--- src/tcb_consts.svh ---
// bus sizing and manager priority constants, included by every design file that needs them
`ifndef TCB_CONSTS_SVH
`define TCB_CONSTS_SVH

////////////////////////////////////////
// data path
////////////////////////////////////////

// data word width in bits
`define TCB_DW 32
// byte address width
`define TCB_AW 12
// byte lanes per word
`define TCB_BW 4
// memory size in words
`define TCB_DEPTH 1024

////////////////////////////////////////
// managers
////////////////////////////////////////

// number of managers on the bus
`define TCB_PN 2
// select index width
`define TCB_PL 1
// priority list, entry 0 wins, so manager 1 goes first
`define TCB_PRI '{1'd1, 1'd0}

`endif

--- src/tcb_pkg.sv ---
// bus field types shared by the design and the testbench, imported with a wildcard
`include "tcb_consts.svh"

package tcb_pkg;

  ////////////////////////////////////////
  // request fields
  ////////////////////////////////////////

  // byte address
  typedef logic [`TCB_AW-1:0] tcb_adr_t;

  // read or write data word
  typedef logic [`TCB_DW-1:0] tcb_dat_t;

  // one enable per byte lane
  typedef logic [`TCB_BW-1:0] tcb_ben_t;

  ////////////////////////////////////////
  // interconnect control
  ////////////////////////////////////////

  // manager index
  // also the width of the arbiter select
  typedef logic [`TCB_PL-1:0] tcb_sel_t;

endpackage

--- src/tcb_lib_arbiter.sv ---
// fixed-priority arbiter that picks the manager index the multiplexer steers to the memory
`timescale 1ns/1ns
`include "tcb_consts.svh"

module tcb_lib_arbiter
  import tcb_pkg::*;
(
  // only sampled by the checks below
  input  logic              clk,
  input  logic              rst,
  // request valid per manager
  input  logic [`TCB_PN-1:0] vld,
  // winning manager
  output tcb_sel_t          sel
);

  ////////////////////////////////////////
  // priority table
  ////////////////////////////////////////

  // entry 0 holds the highest priority manager
  localparam tcb_sel_t PRI [0:`TCB_PN-1] = `TCB_PRI;

  // valid bits in priority order
  logic [`TCB_PN-1:0] vld_ord;
  // position of the winner in the priority list
  tcb_sel_t pos;

  ////////////////////////////////////////
  // reorder and encode
  ////////////////////////////////////////

  // bit i of the result is the valid of priority entry i
  function automatic logic [`TCB_PN-1:0] reorder(input logic [`TCB_PN-1:0] val);
    logic [`TCB_PN-1:0] res;
    for (int i = 0; i < `TCB_PN; i++) begin
      res[i] = val[PRI[i]];
    end
    return res;
  endfunction

  // lowest set bit wins
  // no bit set gives position 0
  function automatic tcb_sel_t encode(input logic [`TCB_PN-1:0] val);
    tcb_sel_t res;
    res = '0;
    // walk down so the lowest index is written last
    for (int i = `TCB_PN-1; i >= 0; i--) begin
      if (val[i]) begin
        res = tcb_sel_t'(i);
      end
    end
    return res;
  endfunction

  assign vld_ord = reorder(vld);
  assign pos     = encode(vld_ord);

  // map the list position back to a manager number
  assign sel = PRI[pos];

  ////////////////////////////////////////
  // checks
  ////////////////////////////////////////

  // the grant always lands on a manager that is asking
  a_sel_requests: assert property (@(posedge clk) disable iff (rst)
    (|vld) |-> vld[sel]);

  // the top entry of the priority list wins whenever it asks
  a_sel_top: assert property (@(posedge clk) disable iff (rst)
    vld[PRI[0]] |-> (sel == PRI[0]));

endmodule

--- src/tcb_lib_multiplexer.sv ---
// manager to subordinate multiplexer with built-in arbiter and one-cycle read response routing
`timescale 1ns/1ns
`include "tcb_consts.svh"

module tcb_lib_multiplexer
  import tcb_pkg::*;
(
  input  logic                      clk,
  input  logic                      rst,
  // manager side requests
  input  logic     [`TCB_PN-1:0]    m_vld,
  input  logic     [`TCB_PN-1:0]    m_wen,
  input  tcb_adr_t [`TCB_PN-1:0]    m_adr,
  input  tcb_ben_t [`TCB_PN-1:0]    m_ben,
  input  tcb_dat_t [`TCB_PN-1:0]    m_wdt,
  // manager side responses
  output logic     [`TCB_PN-1:0]    m_rdy,
  output tcb_dat_t [`TCB_PN-1:0]    m_rdt,
  // subordinate side request
  output logic                      s_vld,
  output logic                      s_wen,
  output tcb_adr_t                  s_adr,
  output tcb_ben_t                  s_ben,
  output tcb_dat_t                  s_wdt,
  // subordinate side read data, one cycle after the request
  input  tcb_dat_t                  s_rdt
);

  // current grant
  tcb_sel_t sel;
  // owner of the transfer in the previous cycle
  tcb_sel_t rd_own;
  // previous cycle was a read transfer
  logic     rd_flg;

  ////////////////////////////////////////
  // arbitration
  ////////////////////////////////////////

  tcb_lib_arbiter i_arb (
    .clk (clk),
    .rst (rst),
    .vld (m_vld),
    .sel (sel)
  );

  ////////////////////////////////////////
  // request path
  ////////////////////////////////////////

  // memory never stalls, so any valid is a transfer
  assign s_vld = |m_vld;

  // steer the winner's fields
  assign s_wen = m_wen[sel];
  assign s_adr = m_adr[sel];
  assign s_ben = m_ben[sel];
  assign s_wdt = m_wdt[sel];

  ////////////////////////////////////////
  // response path
  ////////////////////////////////////////

  // remember who read for the response next cycle
  always_ff @(posedge clk) begin
    if (rst) begin
      rd_flg <= 1'b0;
      rd_own <= '0;
    end else begin
      rd_flg <= s_vld & ~s_wen;
      if (s_vld && !s_wen) begin
        rd_own <= sel;
      end
    end
  end

  // ready to the winner only
  // read data to the owner only and zero elsewhere
  always_comb begin
    for (int i = 0; i < `TCB_PN; i++) begin
      m_rdy[i] = m_vld[i] && (sel == tcb_sel_t'(i));
      m_rdt[i] = (rd_flg && (rd_own == tcb_sel_t'(i))) ? s_rdt : '0;
    end
  end

  ////////////////////////////////////////
  // checks
  ////////////////////////////////////////

  // any request on the bus gets exactly one grant
  a_rdy_grant: assert property (@(posedge clk) disable iff (rst)
    s_vld |-> $onehot(m_rdy));

endmodule

--- config.mk ---
export PLATFORM = sky130hd
export DESIGN_NAME = tcb_lib_multiplexer
export DESIGN_NICKNAME = d
export VERILOG_FILES = /design/src/tcb_pkg.sv /design/src/tcb_lib_arbiter.sv /design/src/tcb_lib_multiplexer.sv
export VERILOG_INCLUDE_DIRS = /design/src
export SDC_FILE = /design/constraint.sdc
export NUM_CORES = 1
export LEC_CHECK = 0
export BUFFER_PORTS_ARGS = -buffer_cell sky130_fd_sc_hd__buf_2
export CORE_AREA = 2 2 98 100
export DETAILED_ROUTE_END_ITERATION = 10
export DIE_AREA = 0 0 100 102
export PLACE_DENSITY_LB_ADDON = 0.08
export SYNTH_ARGS = -nofsm -noshare
export SYNTH_HDL_FRONTEND = slang
export SYNTH_HIERARCHICAL = 1
export SYNTH_SLANG_ARGS = --single-unit
--- constraint.sdc ---
create_clock -name clk -period 1.1 [get_ports clk]
set_input_delay 0.055 -clock clk [delete_from_list [all_inputs] [get_ports clk]]
set_output_delay 0.055 -clock clk [all_outputs]
set_load 0.01 [all_outputs]
* Word level (Yosys, flattened, before mapping) *
Index checks and enable logic that the tools add are counted.

word-level totals
  register bits after elaboration = 2
  input bits = 134

operators by class
  magnitude comparators = 2
  muxes and demuxes = 15
  bitwise logic cells = 5
  reductions and logical operators = 7

operators with widths
  cell                number
  $mux 32             4
  $mux 12             2
  $mux 4              2
  $mux 1              7
  $logic_and 1x1->1   5
  $not 1->1           3
  $ge 2x2->1 const B  1
  $lt 1x2->1 const B  1
  $not 1->2           1
  $reduce_or 2->1     1
  $and 1x1->1         1
  $logic_not 1->1     1

* Longest topological paths before layout *
  depth after elaboration = 10
  gate-level depth with buffers = 5
  gate-level depth less buffers = 3

* By module *
Netlist, hierarchy kept.

modules (own cells, without submodules)
  module               instances  cells an instance  area an instance (um^2)  sequential area each (um^2)
  tcb_lib_multiplexer  1          140                1231.2                   40.0
  tcb_lib_arbiter      1          1                  6.3                      0.0

* Worst setup path after synthesis *
OpenSTA, ideal clock, no wires.

  path type = reg2out
  start point = register rd_own
  end point = output m_rdt[32] (netlist name)
  arrival = 0.860 ns
  required time = 1.045 ns
  path slack = 0.185 ns
  stages on the path, launching flop included = 3
  path buffers = 1
  path through = dfxtp_1 clkbuf_1 and3_2

RTL lines
  element                 line                       source
  start, declared         tcb_lib_multiplexer.sv:32  tcb_sel_t rd_own;
  start signal, assigned  tcb_lib_multiplexer.sv:72  rd_own <= sel;
  end, declared           tcb_lib_multiplexer.sv:18  output tcb_dat_t [`TCB_PN-1:0] m_rdt,

==> impl_results.md <==
- Hold Path Sink: rd_flg
- DRC viols: 0
- Psw: around 0.00056 W
- DRT antenna net count: 0
- Routability cong.: around 0.78
- PwrDens: between 400 and 500 mW/mm^2
- Worst Path Required: approximately 1.0 ns
- Total power draw: 0.00161 W
- Synth area leader: mux2_2
- Final slew viol count: 0
- Crit path cell chain: buf_4, clkbuf_16, and3_2, buf_2
- Most common cell after layout, fill and taps aside: buf_2
- Quantity of I/O buffers inserted on ports: around 250
- CP arrival: 1.16 ns
- Mapped Nets: between 200 and 300
- Die width: around 100 um
- Leak: 2.00 nW
- Max Cap Viol: 0
- Clk_lat worst skew: between 0.2 and 0.25 ns
- WHS Path Cells: 2
- Reg2Reg Depth: 3
- Status: finished with violations
- Count of hold-fix buffers inserted at cts: 0
- Die area: between 0.01 and 0.015 sq mm
- Switching share of total power: between 30 and 40%
- FF-to-FF Start: rd_own
- Setup violators final: between 50 and 60
- Leading post-synthesis cells by cell area: mux2_2 44%, and3_2 17%, and2_1 17%, clkbuf_8 5.6%, dfxtp_1 3.2%
- Internal cell power: ~0.0011 W
- R2R Path End: rd_own
- Largest net degree at the start of global routing: 33
- CP max-delay cell: dfxtp_4
- Via count: 2,103
- Crit-path max cell delay: around 0.34 ns
- Final WS setup: -0.114 ns
- Final-layout fill cell count: around 960
- Ports: 250
- VDD IR max: 0.000197 V
- CTS Sinks: 2
- Non-Filler Instances: between 500 and 600
- First-pass GRT wire length: between 9000 and 10,000 um
- Initial Utilization: between 10 and 15%
- Critical path class: reg2out
- Vias in the first global route: 1,899
- Commonest cells after routing, fill and taps aside: 210 x buf_2, 41 x buf_6, 32 x and2_1
- Minimum clock period: 1.21 ns
- Skew final: 0 ns
- Clk root buf: clkbuf_8
- TritonRoute pass-1 iters: 2
- Failing checks: setup timing
- Synthesized area per cell: between 8 and 9 sq um
- Core Area: between 0.009 and 0.01 sq mm
- Total gr overflow: 0
- FF+latch count, synth: 2
- Final Cycle Share: 110%
- Gate power share: just under 80%
- Maximum clock path buffer count: 2
- H-tree levels: 1
- Total Wirelength: 8050 um
- Startpoint types: register
- Fin nets: 535
- R2R Setup Slk: 0.24 ns
- Final hold vios: 0
- CTS tree: built
- Row count: 35
- Die Span Y: around 100 um
- Worst-path clk slew: around 0.03 ns
- Overall global routing resource usage: between 10% and 20%
- Via density: a little over 4
- Tightest Pin Transition: ~0.19 ns
- Mapped Area: approximately 0.0012 sq mm
- CTS buffer count: 3
- Drt first-iter violations: 13
- WL/cell: around 16 um
- Hold Crit Start: rst
- RSZ-0062 raised after global routing: yes
- Crit path capture type: primary output
- Placed Cells incl. Taps: slightly below 500
- CP Max Fanout: 9
- Achievable frequency: between 0.8 and 0.9 GHz
- Antenna cells: 0
- Hold crit path type: in2reg
- Number of distinct library cells after synthesis: 19
- Synth warn: 6
- Fraction of layout cells with a size suffix above 1: 89.7%
- Post-synthesis sequential area ratio: between 3 and 4%
- Gate Count Post-Synth: 141
- Share of the synthesized area in the top cell type: between 40% and 50%
- Initial antenna violation count: 0
- P&R area growth vs syn: 162%
- Clock power share: between 10% and 20%
- Worst rel slew slack: 87.6%
- Seq pwr share: between 5 and 6%
- Dpl hpwl: approximately 6200 um
- Final Util: around 36%
==> what timing repair did <==
action                                  CTS  global route
buffers inserted                          0             2
gates cloned                              2             7
endpoints found under the setup margin  105            96
gates resized for setup                   8            79
==> registers in the layout, summed over array words and instances (netlist names) <==
name,flops
rd_flg,1
rd_own,1
==> metrics by stage <==
stage | setup slack (ns) | hold slack, ns | setup TNS (ns) | cell area, sq um
6_report | -0.114 | 0.0195 | -4.21 | 3250
5_1_grt | -0.160 | 0.0312 | -7.17 | 3250
4_1_cts | -0.124 | 0.0158 | -4.41 | 2730
3_5_place_dp | -0.0429 | 0.245 | -1.00 | 2620
3_3_place_gp | -0.0430 | 0.244 | -0.924 | 2620
2_1_floorplan | 0.185 | 0.125 | 0 | 1240
==> critical path, delay by kind of cell, from the launching register on <==
| family | cells | cell delay, ns |
|---|---|---|
| buf+inv | 3 | 0.43 |
| flops | 1 | 0.34 |
| simple gates | 1 | 0.18 |
==> worst max path at each step <==
stage / slack, ns / start / to
after CTS: -0.12 / rd_flg / m_rdt[30]
after detailed placement: -0.04 / m_vld[1] / s_adr[4]
after global placement: -0.04 / m_vld[1] / s_adr[11]
final: -0.11 / rd_flg / m_rdt[48]
after floorplan: 0.18 / rd_own / m_rdt[32]
after global routing: -0.16 / rd_flg / m_rdt[18]
==> area by class of cell <==
type / instances / area [sq um] / area share [%]
multi-input combinational: 124 / 1190 / 36.8
timing repair buffer: 269 / 1820 / 56.1
tap: 111 / 139 / 4.28
clock buffer: 3 / 41.3 / 1.27
inverter: 1 / 3.75 / 0.116
sequential: 2 / 47.5 / 1.46
==> cells in the mapped netlist (all sizes together) <==
master	count
a221oi	1
and2	33
and3	32
buf	1
clkbuf	14
dfxtp	2
inv	1
mux2	49
nand2b	1
nor2	1
nor2b	2
nor3b	1
o21bai	2
or2	1
==> layer usage <==
metal  global-route usage, %  routed length, um  vias to the layer above
li1                        -                  -                     1018
met1                    12.2               2550                      950
met2                    25.5               4630                      133
met3                    4.51                852                        2
met4                    1.90                 19                        0
met5                       0                  0                        -
==> power by group through the flow <==
stage	clock network, W	registers (W)	logic (W)
final	0.000284	0.0000862	0.00124
after global routing	0.000299	0.0000883	0.00133
after CTS	0.000296	0.0000871	0.00100
after detailed placement	0	0.0000883	0.000961
after global placement	0	0.0000875	0.000964
after floorplan	0	0.0000865	0.000448
==> cell families (layout without fill, tap and decap cells) <==
logic type / count (synthesis) / count (layout) / share of synthesized area, %
AOI/OAI and AO/OA: 3 / 3 / 2.43
DFF: 2 / 2 / 3.24
buffers and inverters: 16 / 273 / 9.81
and+or+nand+nor: 71 / 72 / 39.6
muxes: 49 / 49 / 44.9
Power figures use the tool's default switching activity.
